<file path="src/include/alu_defines.svh">
`ifndef ALU_DEFINES_SVH
`define ALU_DEFINES_SVH

// data path width
`define ALU_WIDTH 16

`define ALU_OP_WIDTH 6

// rotate amount is kept mod 16
`define ALU_ROT_WIDTH 4

`endif

</file>
<file path="src/logic/alu_pkg.sv">
`default_nettype none

`include "alu_defines.svh"

package alu_pkg;

  typedef enum logic [`ALU_OP_WIDTH-1:0] {
    OP_ADD = 6'b001101,
    OP_SUB = 6'b001110,
    OP_SHR = 6'b001111,
    OP_SHL = 6'b010000,
    OP_MUL = 6'b010001,
    OP_INC = 6'b010101,
    OP_DEC = 6'b010110,
    OP_AND = 6'b010111,
    OP_OR  = 6'b011000,
    OP_XOR = 6'b011001,
    OP_NOT = 6'b011010,
    OP_ROR = 6'b011011,
    OP_ROL = 6'b011100
  } alu_op_e;

  typedef enum logic [1:0] {
    IDLE    = 2'd0,
    ROTATE  = 2'd1,
    CAPTURE = 2'd2
  } alu_state_e;

  typedef struct packed {
    logic [`ALU_WIDTH-1:0] first;
    logic [`ALU_WIDTH-1:0] second;
    logic [`ALU_WIDTH-1:0] base; // reference for carry and overflow
  } operand_t;

  typedef struct packed {
    logic zero;
    logic negative;
    logic carry;    // borrow on subtract
    logic overflow;
  } alu_flags_t;

endpackage

`default_nettype wire

</file>
<file path="src/logic/operand_select.sv">
`timescale 1ns/100ps
`default_nettype none

`include "alu_defines.svh"

module operand_select (
  input  alu_pkg::alu_op_e      opcode,
  input  logic [`ALU_WIDTH-1:0] acc,
  input  logic [`ALU_WIDTH-1:0] x,
  input  logic [`ALU_WIDTH-1:0] y,
  input  logic [`ALU_WIDTH-1:0] immediate,
  input  logic                  ra,
  output alu_pkg::operand_t     operands
);

  logic [`ALU_WIDTH-1:0] reg_sel;
  logic                  imm_mode;

  assign reg_sel  = ra ? y : x; // ra high picks y
  assign imm_mode = (immediate != '0);

  always_comb begin
    case (opcode)
      alu_pkg::OP_INC, alu_pkg::OP_DEC: begin
        operands.first  = reg_sel;
        operands.second = reg_sel; // sign check against the register
        operands.base   = {{(`ALU_WIDTH-1){1'b0}}, 1'b1};
      end
      alu_pkg::OP_NOT: begin
        operands.first  = reg_sel;
        operands.second = reg_sel;
        operands.base   = reg_sel;
      end
      default: begin
        if (imm_mode) begin
          operands.first  = reg_sel;
          operands.second = immediate;
          operands.base   = reg_sel;
        end else begin
          operands.first  = acc; // accumulator mode
          operands.second = reg_sel;
          operands.base   = acc;
        end
      end
    endcase
  end

endmodule

`default_nettype wire

</file>
<file path="src/logic/arith_unit.sv">
`timescale 1ns/100ps
`default_nettype none

`include "alu_defines.svh"

module arith_unit (
  input  alu_pkg::alu_op_e      opcode,
  input  alu_pkg::operand_t     operands,
  output logic [`ALU_WIDTH-1:0] result,
  output alu_pkg::alu_flags_t   flags
);

  logic [`ALU_WIDTH-1:0] a;
  logic [`ALU_WIDTH-1:0] b;
  logic [`ALU_WIDTH-1:0] base;
  logic                  add_like;
  logic                  sub_like;
  logic                  base_sign;
  logic                  b_sign;
  logic                  res_sign;

  assign a    = operands.first;
  assign b    = operands.second;
  assign base = operands.base;

  always_comb begin
    result   = '0;
    add_like = 1'b0;
    sub_like = 1'b0;
    case (opcode)
      alu_pkg::OP_ADD: begin
        result   = a + b;
        add_like = 1'b1;
      end
      alu_pkg::OP_SUB: begin
        result   = a - b;
        sub_like = 1'b1;
      end
      alu_pkg::OP_MUL: begin
        result   = a * b; // low half only
        add_like = 1'b1;
      end
      alu_pkg::OP_INC: begin
        result   = a + 1'b1;
        add_like = 1'b1;
      end
      alu_pkg::OP_DEC: begin
        result   = a - 1'b1;
        sub_like = 1'b1;
      end
      alu_pkg::OP_SHR: result = a >> b;
      alu_pkg::OP_SHL: result = a << b;
      alu_pkg::OP_AND: result = a & b;
      alu_pkg::OP_OR:  result = a | b;
      alu_pkg::OP_XOR: result = a ^ b;
      alu_pkg::OP_NOT: result = ~a;
      default:         result = '0; // rotates and unknown codes
    endcase
  end

  assign base_sign = base[`ALU_WIDTH-1];
  assign b_sign    = b[`ALU_WIDTH-1];
  assign res_sign  = result[`ALU_WIDTH-1];

  always_comb begin
    flags.overflow = (add_like && (base_sign == b_sign) && (res_sign != base_sign)) ||
                     (sub_like && (base_sign != b_sign) && (res_sign != base_sign));
    flags.carry    = (add_like && (result < base)) ||
                     (sub_like && (result > base)); // borrow
    flags.negative = res_sign;
    flags.zero     = (result == '0);
  end

endmodule

`default_nettype wire

</file>
<file path="src/logic/rotate_counter.sv">
`timescale 1ns/100ps
`default_nettype none

`include "alu_defines.svh"

module rotate_counter (
  input  logic                  clk,
  input  logic                  rst,
  input  logic                  load,
  input  logic                  step,
  input  logic [`ALU_WIDTH-1:0] amount,
  output logic                  count_zero,
  output logic                  last
);

  logic [`ALU_ROT_WIDTH-1:0] count;

  // looks at the incoming amount so the FSM can skip ROTATE
  assign count_zero = (amount[`ALU_ROT_WIDTH-1:0] == '0);
  assign last       = (count == {{(`ALU_ROT_WIDTH-1){1'b0}}, 1'b1});

  always_ff @(posedge clk) begin
    if (!rst) begin
      count <= '0;
    end else if (load) begin
      count <= amount[`ALU_ROT_WIDTH-1:0]; // mod 16
    end else if (step) begin
      count <= count - 1'b1;
    end
  end

endmodule

`default_nettype wire

</file>
<file path="src/logic/rotate_unit.sv">
`timescale 1ns/100ps
`default_nettype none

`include "alu_defines.svh"

module rotate_unit (
  input  logic                  clk,
  input  logic                  rst,
  input  logic                  load,
  input  logic                  step,
  input  alu_pkg::alu_op_e      opcode,
  input  alu_pkg::operand_t     operands,
  output logic [`ALU_WIDTH-1:0] value
);

  logic rot_left;

  always_ff @(posedge clk) begin
    if (!rst) begin
      rot_left <= 1'b0;
    end else if (load) begin
      rot_left <= (opcode == alu_pkg::OP_ROL);
    end
  end

  always_ff @(posedge clk) begin
    if (load) begin
      value <= operands.first;
    end else if (step) begin
      if (rot_left) begin
        value <= {value[`ALU_WIDTH-2:0], value[`ALU_WIDTH-1]};
      end else begin
        value <= {value[0], value[`ALU_WIDTH-1:1]}; // lsb wraps to msb
      end
    end
  end

endmodule

`default_nettype wire

</file>
<file path="src/logic/alu_ctrl.sv">
`timescale 1ns/100ps
`default_nettype none

module alu_ctrl (
  input  logic             clk,
  input  logic             rst,
  input  logic             en,
  input  alu_pkg::alu_op_e opcode,
  input  logic             count_zero,
  input  logic             last,
  output logic             load,
  output logic             step,
  output logic             capture_arith,
  output logic             capture_rot,
  output logic             busy
);

  alu_pkg::alu_state_e state;
  alu_pkg::alu_state_e state_next;
  logic                is_rot;

  assign is_rot = (opcode == alu_pkg::OP_ROR) || (opcode == alu_pkg::OP_ROL);
  assign busy   = (state != alu_pkg::IDLE);

  always_ff @(posedge clk) begin
    if (!rst) begin
      state <= alu_pkg::IDLE;
    end else begin
      state <= state_next;
    end
  end

  always_comb begin
    state_next    = state;
    load          = 1'b0;
    step          = 1'b0;
    capture_arith = 1'b0;
    capture_rot   = 1'b0;
    case (state)
      alu_pkg::IDLE: begin
        if (en) begin
          if (is_rot) begin
            load       = 1'b1;
            state_next = count_zero ? alu_pkg::CAPTURE : alu_pkg::ROTATE;
          end else begin
            capture_arith = 1'b1; // single cycle path
          end
        end
      end
      alu_pkg::ROTATE: begin
        step = 1'b1;
        if (last) begin
          state_next = alu_pkg::CAPTURE;
        end
      end
      alu_pkg::CAPTURE: begin
        capture_rot = 1'b1;
        state_next  = alu_pkg::IDLE;
      end
      default: state_next = alu_pkg::IDLE;
    endcase
  end

endmodule

`default_nettype wire

</file>
<file path="src/logic/result_stage.sv">
`timescale 1ns/100ps
`default_nettype none

`include "alu_defines.svh"

module result_stage (
  input  logic                  clk,
  input  logic                  rst,
  input  logic                  capture_arith,
  input  logic                  capture_rot,
  input  logic [`ALU_WIDTH-1:0] arith_result,
  input  alu_pkg::alu_flags_t   arith_flags,
  input  logic [`ALU_WIDTH-1:0] rot_value,
  output logic [`ALU_WIDTH-1:0] res,
  output alu_pkg::alu_flags_t   flags,
  output logic                  done
);

  alu_pkg::alu_flags_t rot_flags;

  always_comb begin
    rot_flags.zero     = (rot_value == '0);
    rot_flags.negative = rot_value[`ALU_WIDTH-1];
    rot_flags.carry    = 1'b0; // rotates never carry
    rot_flags.overflow = 1'b0;
  end

  always_ff @(posedge clk) begin
    if (!rst) begin
      res   <= '0;
      flags <= '0;
      done  <= 1'b0;
    end else begin
      done <= capture_arith | capture_rot;
      if (capture_arith) begin
        res   <= arith_result;
        flags <= arith_flags;
      end else if (capture_rot) begin
        res   <= rot_value;
        flags <= rot_flags;
      end
    end
  end

endmodule

`default_nettype wire

</file>
<file path="src/logic/alu_top.sv">
`timescale 1ns/100ps
`default_nettype none

`include "alu_defines.svh"

module alu_top (
  input  logic                     clk,
  input  logic                     rst,
  input  logic                     en,
  input  logic [`ALU_OP_WIDTH-1:0] opcode,
  input  logic [`ALU_WIDTH-1:0]    acc,
  input  logic [`ALU_WIDTH-1:0]    x,
  input  logic [`ALU_WIDTH-1:0]    y,
  input  logic [`ALU_WIDTH-1:0]    immediate,
  input  logic                     ra,
  output logic [`ALU_WIDTH-1:0]    res,
  output alu_pkg::alu_flags_t      flags,
  output logic                     done,
  output logic                     busy
);

  alu_pkg::alu_op_e      op;
  alu_pkg::operand_t     operands;
  logic [`ALU_WIDTH-1:0] arith_result;
  alu_pkg::alu_flags_t   arith_flags;
  logic [`ALU_WIDTH-1:0] rot_value;
  logic                  load;
  logic                  step;
  logic                  capture_arith;
  logic                  capture_rot;
  logic                  count_zero;
  logic                  last;

  assign op = alu_pkg::alu_op_e'(opcode); // unknown codes pass through

  operand_select u_operand_select (
    .opcode    (op),
    .acc       (acc),
    .x         (x),
    .y         (y),
    .immediate (immediate),
    .ra        (ra),
    .operands  (operands)
  );

  arith_unit u_arith_unit (
    .opcode   (op),
    .operands (operands),
    .result   (arith_result),
    .flags    (arith_flags)
  );

  rotate_counter u_rotate_counter (
    .clk        (clk),
    .rst        (rst),
    .load       (load),
    .step       (step),
    .amount     (operands.second),
    .count_zero (count_zero),
    .last       (last)
  );

  rotate_unit u_rotate_unit (
    .clk      (clk),
    .rst      (rst),
    .load     (load),
    .step     (step),
    .opcode   (op),
    .operands (operands),
    .value    (rot_value)
  );

  alu_ctrl u_alu_ctrl (
    .clk           (clk),
    .rst           (rst),
    .en            (en),
    .opcode        (op),
    .count_zero    (count_zero),
    .last          (last),
    .load          (load),
    .step          (step),
    .capture_arith (capture_arith),
    .capture_rot   (capture_rot),
    .busy          (busy)
  );

  result_stage u_result_stage (
    .clk           (clk),
    .rst           (rst),
    .capture_arith (capture_arith),
    .capture_rot   (capture_rot),
    .arith_result  (arith_result),
    .arith_flags   (arith_flags),
    .rot_value     (rot_value),
    .res           (res),
    .flags         (flags),
    .done          (done)
  );

endmodule

`default_nettype wire

</file>
<file path="config.mk">
export PLATFORM = sky130hd
export DESIGN_NAME = alu_top
export DESIGN_NICKNAME = d
export VERILOG_FILES = /design/src/logic/alu_pkg.sv /design/src/logic/operand_select.sv /design/src/logic/arith_unit.sv /design/src/logic/rotate_counter.sv /design/src/logic/rotate_unit.sv /design/src/logic/alu_ctrl.sv /design/src/logic/result_stage.sv /design/src/logic/alu_top.sv
export VERILOG_INCLUDE_DIRS = /design/src /design/src/include
export SDC_FILE = /design/constraint.sdc
export NUM_CORES = 1
export LEC_CHECK = 0
export ABC_AREA = 1
export BUFFER_PORTS_ARGS = -buffer_cell sky130_fd_sc_hd__buf_2
export CAP_MARGIN = 20
export CORE_MARGIN = 5
export CORE_UTILIZATION = 50
export CTS_CLUSTER_DIAMETER = 30
export DETAILED_ROUTE_END_ITERATION = 6
export MAX_ROUTING_LAYER = met4
export PLACE_DENSITY = 0.68
export RECOVER_POWER = 50
export SETUP_SLACK_MARGIN = 0.5
export SYNTH_ARGS = -nofsm -noshare
export SYNTH_HDL_FRONTEND = slang
export SYNTH_SLANG_ARGS = --single-unit
</file>
<file path="constraint.sdc">
create_clock -name clk -period 12.94 [get_ports clk]
set_input_delay 1.294 -clock clk [delete_from_list [all_inputs] [get_ports clk]]
set_output_delay 1.294 -clock clk [all_outputs]
set_load 0.01 [all_outputs]
</file>
==> flow_metrics.env, run 1 <==
export IMPL_clk_pin_slew_ps=60
export IMPL_die_y_um=164
export IMPL_postLayoutSetupSlackWorst_ps=2270
export IMPL_yosys_register_bits=43
export IMPL_htree_num_levels=2
export IMPL_worstSetupPathDepth=43
export IMPL_fmax_mhz=93.8
export IMPL_tritoncts="built"
export IMPL_yosysWarnings=0
export IMPL_die_area_um2=26800
export IMPL_seq_power_share=0.081
export IMPL_crit_fanout=35
export IMPL_pre_cts_ws_ps=2190
export IMPL_layout_nets=2293
export IMPL_cpMostUsedCell="nand2_1"
export IMPL_synth_top_family_by_area="simple AND/OR/NAND/NOR gates"
export IMPL_syn_nets=2240
export IMPL_intPower_w=0.000785
export IMPL_worst_hold_path_type="reg -> reg"
export IMPL_port_buffer_count=95
export IMPL_setup_tns_ps=0
export IMPL_relSlewSlack=0.178
export IMPL_yosysTopAreaCell="nand2_1"
export IMPL_critPathBufInv=9
export IMPL_synthDominantCellAreaShare=0.197
export IMPL_clock_path_buffers=2
export IMPL_pwr_share_comb=0.840
export IMPL_firstDrtPassIters=6
export IMPL_switchingPower_w=0.00103
export IMPL_synth_cell_types=49
export IMPL_drv_cap=0
export IMPL_finalNonFillerCells=2346
export IMPL_start_kind="primary input"
export IMPL_slew_viol_final=0
export IMPL_cts_hold_buf=0
export IMPL_hpwl_mm=38.0
export IMPL_rsz0062_at_grt="no"
export IMPL_design_core_area_um2=23400
export IMPL_grt_max_degree=54
export IMPL_cp_top_family="adder cells"
export IMPL_hold_viol_final=0
export IMPL_wire_per_inst_um=20.6
export IMPL_max_stage_delay_ps=580
export IMPL_drive_gt1_frac=0.0800
export IMPL_routed_wl_mm=48.3
export IMPL_drt_iter0_markers=1716
export IMPL_netlist_area_um2=11800
export IMPL_overflow=0
export IMPL_ff2ff_path_depth=9
export IMPL_avgSynthCellArea_um2=6.00
export IMPL_die_w_um=164
export IMPL_worst_ep_required_time_ps=13150
export IMPL_synthFlopType="dfxtp_1"
export IMPL_start_util=0.505
export IMPL_cts_root_buf="clkbuf_16"
export IMPL_synth_compound_area_frac=0.139
export IMPL_post_cts_buffers=0
export IMPL_synthTopCellsByArea="nand2_1 20%, fa_1 14%, ha_1 12%"
export IMPL_outcome="complete, no violations"
export IMPL_critPathKind="in -> reg"
export IMPL_drcViolationCount=0
export IMPL_synth_fa_ha_area_frac=0.259
export IMPL_num_rows=56
export IMPL_p_per_area_nw_per_um2=144
export IMPL_yosys_area_share_simple=0.375
export IMPL_ir_drop_mv=0.118
export IMPL_p_leak_nw=6.83
export IMPL_num_vias=13700
export IMPL_worst_pin_slew_ps=1220
export IMPL_grt_pass1_vias=12800
export IMPL_cts_buffers=5
export IMPL_fillers=2585
export IMPL_synthToLayoutAreaGrowth_pct=7.02
export IMPL_fin_crit_ps=10670
export IMPL_synth_common_cells="619 x nand2_1, 291 x inv_1, 194 x nor2_1, 162 x nand3_1, 122 x o21ai_0"
export IMPL_numClockSinks=43
export IMPL_drtAntennaViolNets=0
export IMPL_setup_viol=0
export IMPL_grt_pass1_wl_mm=73.6
export IMPL_synth_area_mux_share=0
export IMPL_via_per_inst=5.82
export IMPL_swShare=0.568
export IMPL_synth_enable_flop_cells=16
export IMPL_clockPowerShare=0.078
export IMPL_gp_congestion=1.09
export IMPL_ys_async_sr_fraction=0
export IMPL_finalCritPeriodShare=0.824
export IMPL_crit_slowest_cell="fa_1"
export IMPL_synth_xor_area_frac=0.0111
export IMPL_critical_path_arrival_ps=10880
export IMPL_clk_latency_ps=290
export IMPL_dp_cells=2335
export IMPL_antenna_found_initial=2
export IMPL_synthCells=1970
export IMPL_ctsResizeCount=0
export IMPL_end_kind="flip-flop"
export IMPL_io_pins=96
export IMPL_groute_usage_overall=0.368
export IMPL_synth_most_common_cell="nand2_1"
export IMPL_holdPathStages=2
export IMPL_yosysSeqAreaShare=0.0864
export IMPL_fin_worst_skew_ps=9.34
[layer usage]
layer,routed length [µm],global-route usage,vias to the layer above
met3,5530,0.0668,145
li1,-,-,6393
met5,0,-,-
met4,2790,0.165,0
met1,20100,0.495,6272
met2,19900,0.540,846
[placed cells by master, fill, tap and decap left out, types with 8 or more instances in the layout]
cell type  count
nor3_1         9
nor2_1       194
nand4_1       17
dfxtp_1       27
o21ai_1       10
buf_2         72
nand2_1      621
o21a_1        11
clkbuf_1      26
a221oi_1      21
inv_1        291
o21ai_0      121
fa_1          81
nor2_2         9
buf_4         21
nand3_1      162
ha_1         115
xnor2_1        8
inv_2         17
a21oi_1       64
nand2_2       11
edfxtp_1      16
o211ai_1       9
[stage by stage]
step	total power (W)	cell area (µm²)	hold WS (ps)	util
2_1_floorplan	0.00122	11800	451	-
3_3_place_gp	0.00162	12500	452	0.535
3_5_place_dp	0.00164	12500	454	0.535
4_1_cts	0.00179	12700	464	0.541
5_1_grt	0.00204	12600	498	0.540
6_report	0.00182	12600	470	0.540
[flip-flops by register name, indices dropped and copies added, names as in the netlist]
register and flops:
u_alu_ctrl.state 2, u_result_stage.res 16, u_rotate_unit.rot_left 1, u_rotate_unit.value 16
u_result_stage.flags 3, u_rotate_counter.count 4, u_result_stage.done 1
[worst register-to-register path, stage by stage, from the launching register on]
cell	delay (ps)
dfxtp_1	330
nor2_1	90
inv_1	80
nor3_2	160
clkbuf_1	700
inv_1	340
nand2_1	250
clkinv_1	480
a221oi_1	510
nor2_1	70
[power by group through the flow]
stage / registers (W) / clock network [W] / logic (W)
floorplan: 0.000152 / 0 / 0.00107
global placement: 0.000151 / 0 / 0.00147
detailed placement: 0.000151 / 0 / 0.00149
CTS: 0.000148 / 0.000141 / 0.00150
global route: 0.000149 / 0.000146 / 0.00175
finish: 0.000148 / 0.000142 / 0.00153
[cell type report]
class,count,area (µm²),area share
Antenna cell,3,7.51,0.000594
Clock buffer,7,133,0.0105
Clock inverter,1,30.0,0.00238
Inverter,314,1180,0.0932
Multi-Input combinational cell,1542,9270,0.733
Sequential cell,43,1020,0.0808
Tap cell,319,399,0.0316
Timing Repair Buffer,117,608,0.0481
[cell families after synthesis]
family                     count (synthesis)
AOI/OAI and AO/OA                        276
xor gates and xnor gates                  15
adders and majority gates                196
buffers and inverters                    385
DFF                                       43
and+or+nand+nor                         1055
[path summary, 6_finish.rpt]
| path | startpoint | to | slack (ps) |
|---|---|---|---|
| worst min-delay path | u_result_stage.res[12] | u_result_stage.res[12] | 470 |
| worst max-delay path | opcode[2] | u_result_stage.flags[1] | 2270 |
| worst max register to register | u_alu_ctrl.state[1] | u_result_stage.res[9] | 9820 |
| worst min register to register | u_result_stage.res[12] | u_result_stage.res[12] | 470 |
Note: power is estimated with default switching activity, not from simulation.
==> inputs of run 2 (changes only) <==
--- a/config.mk
+++ b/config.mk
@@ -14,7 +14,7 @@
 export CTS_CLUSTER_DIAMETER = 30
 export DETAILED_ROUTE_END_ITERATION = 6
 export MAX_ROUTING_LAYER = met4
-export PLACE_DENSITY = 0.68
+export PLACE_DENSITY = 0.71
 export RECOVER_POWER = 50
 export SETUP_SLACK_MARGIN = 0.5
 export SYNTH_ARGS = -nofsm -noshare
==> constraint.sdc (replaced) <==
create_clock -name clk -period 8.7 [get_ports clk]
set_input_delay 0.87 -clock clk [delete_from_list [all_inputs] [get_ports clk]]
set_output_delay 0.87 -clock clk [all_outputs]
set_load 0.01 [all_outputs]
==> run 2 against run 1 <==
Against the previous run:
- the flow now finishes with violations (DRC)
- sequential share of layout area decreased by 0.56 points
- register-to-register slack got worse by 4100 ps
- core utilization grew 4.0 points
- clock skew shrank 7.5 ps
- critical path depth fell by 6
- die area is the same
- flip-flop and latch count is the same
- clock-buffer cell count down 2
- design area rose by 7.5%
- sequential power increased by 49%
- largest power group unchanged
==> flow_metrics.env, run 2 (synthesis gave the netlist of run 1 again) <==
export IMPL_outcome="complete, but fails checks"
export IMPL_port_buffer_count=95
export IMPL_holdPathStages=2
export IMPL_cts_hold_buf=0
export IMPL_p_per_area_nw_per_um2=223
export IMPL_slew_viol_final=0
export IMPL_p_leak_nw=7.25
export IMPL_die_area_um2=26800
export IMPL_ir_drop_mv=0.421
export IMPL_gp_congestion=1.03
export IMPL_num_vias=13900
export IMPL_io_pins=96
export IMPL_layout_nets=2370
export IMPL_crit_slowest_cell="fa_1"
export IMPL_clk_pin_slew_ps=60
export IMPL_finalCritPeriodShare=0.921
export IMPL_start_kind="primary input"
export IMPL_hold_viol_final=0
export IMPL_tritoncts="built"
export IMPL_total_power_w=0.00302
export IMPL_drt_iter0_markers=1488
export IMPL_synthToLayoutAreaGrowth_pct=15.0
export IMPL_overflow=0
export IMPL_rsz0062_at_grt="yes"
export IMPL_final_cell_mix="607 x nand2_1, 284 x inv_1, 186 x nor2_1"
export IMPL_crit_fanout=6
export IMPL_violations="DRC"
export IMPL_fillers=2472
export IMPL_setup_viol=0
export IMPL_routed_wl_mm=49.7
export IMPL_cp_top_family="adder cells"
export IMPL_worstSetupPathDepth=37
export IMPL_die_y_um=164
export IMPL_clock_path_buffers=2
export IMPL_grt_pass1_wl_mm=74.5
export IMPL_drtAntennaViolNets=0
export IMPL_critical_path_arrival_ps=8220
export IMPL_max_stage_delay_ps=560
export IMPL_drcViolationCount=1
export IMPL_critPathBufInv=11
export IMPL_groute_usage_overall=0.374
export IMPL_numClockSinks=43
export IMPL_dp_cells=2390
export IMPL_fin_worst_skew_ps=1.85
export IMPL_drv_cap=0
export IMPL_worst_pin_slew_ps=1130
export IMPL_antenna_found_initial=0
export IMPL_worst_ep_required_time_ps=8920
export IMPL_relSlewSlack=0.244
export IMPL_layout_commonest_cell="nand2_1"
export IMPL_via_per_inst=5.75
export IMPL_grt_pass1_vias=12900
export IMPL_cpMostUsedCell="fa_1"
export IMPL_setup_tns_ps=0
export IMPL_antennaDiodeCount=0
export IMPL_reg_top3="u_result_stage.res: 16 flops, u_rotate_unit.value: 16 flops, u_rotate_counter.count: 4 flops"
export IMPL_finish_utilization=0.581
export IMPL_htree_num_levels=2
export IMPL_grt_max_degree=41
export IMPL_fmax_mhz=125
export IMPL_hpwl_mm=40.1
export IMPL_finalNonFillerCells=2420
export IMPL_cts_root_buf="clkbuf_16"
export IMPL_drive_gt1_frac=0.140
export IMPL_die_w_um=164
export IMPL_firstDrtPassIters=7
export IMPL_wire_per_inst_um=20.5
export IMPL_clk_latency_ps=290
export IMPL_design_core_area_um2=23400
export IMPL_num_rows=56
export IMPL_end_kind="flip-flop"
export IMPL_start_util=0.505
export IMPL_critPathKind="in -> reg"
export IMPL_worst_hold_path_type="reg -> reg"
export IMPL_ff2ff_path_depth=9
export IMPL_fin_crit_ps=8010
export IMPL_cts_buffers=5
-- run 2: cell count changes in the layout (fill, tap and decap cells not counted), sizes merged --
cell,before,now
buf,93,169
bufinv,1,0
clkbuf,31,30
clkinv,6,5
clkinvlp,0,2
diode,3,0
inv,308,310
-- run 2: worst paths after layout --
check                              start                       to  slack [ps]
hold reg to reg   u_result_stage.res[12]   u_result_stage.res[12]         470
hold / removal    u_result_stage.res[12]   u_result_stage.res[12]         470
setup reg to reg     u_alu_ctrl.state[1]    u_result_stage.res[9]        5710
setup / recovery               opcode[0]  u_result_stage.flags[1]         690
-- run 2: worst register-to-register path: cells and delay by family, from the launching register on --
kind / cells / cell delay, ps
DFF: 1 / 330
buffers and inverters: 4 / 1520
AOI/OAI and AO/OA: 1 / 440
and+or+nand+nor: 4 / 560
-- run 2: timing repair --
| item | in CTS | in global routing |
|---|---|---|
| setup endpoints to repair | 1 | 2 |
| gates cloned | 0 | 0 |
| resized for setup | 4 | 88 |
| pin swaps | 2 | 24 |
| setup buffers | 3 | 18 |
-- run 2: area by class of cell --
class                   count  area [µm²]  share of cell area
clock buffers               5         125             0.00921
multi-input cells        1542        9570               0.704
clock inverters             3        21.3             0.00157
flip-flops and latches     43        1020              0.0751
repair buffers            194        1250              0.0923
well taps                 319         399              0.0294
inverters                 314        1200              0.0880
-- run 2: per-layer routing --
metal  GRT usage  vias up  wire (µm)
met5           -        -          0
met4       0.174        0       2960
met3      0.0507      157       5240
met2       0.557      795      21100
met1       0.505     6431      20500
li1            -     6543          -
-- run 2: power breakdown --
group | internal (W) | switching (W) | leakage [nW] | total, W
combinational | 0.00103 | 0.00158 | 6.81 | 0.00261
clock | 0.000108 | 0.0000856 | 0.0751 | 0.000193
sequential | 0.000216 | 0.00000459 | 0.364 | 0.000220
-- run 2: stage by stage --
| stage | cell area, µm² | hold WS (ps) | worst slack, ps |
|---|---|---|---|
| 2_1_floorplan | 11800 | 451 | 582 |
| 3_3_place_gp | 12900 | 450 | 321 |
| 3_5_place_dp | 12900 | 457 | 127 |
| 4_1_cts | 13100 | 467 | 542 |
| 5_1_grt | 13600 | 490 | 342 |
| 6_report | 13600 | 469 | 691 |
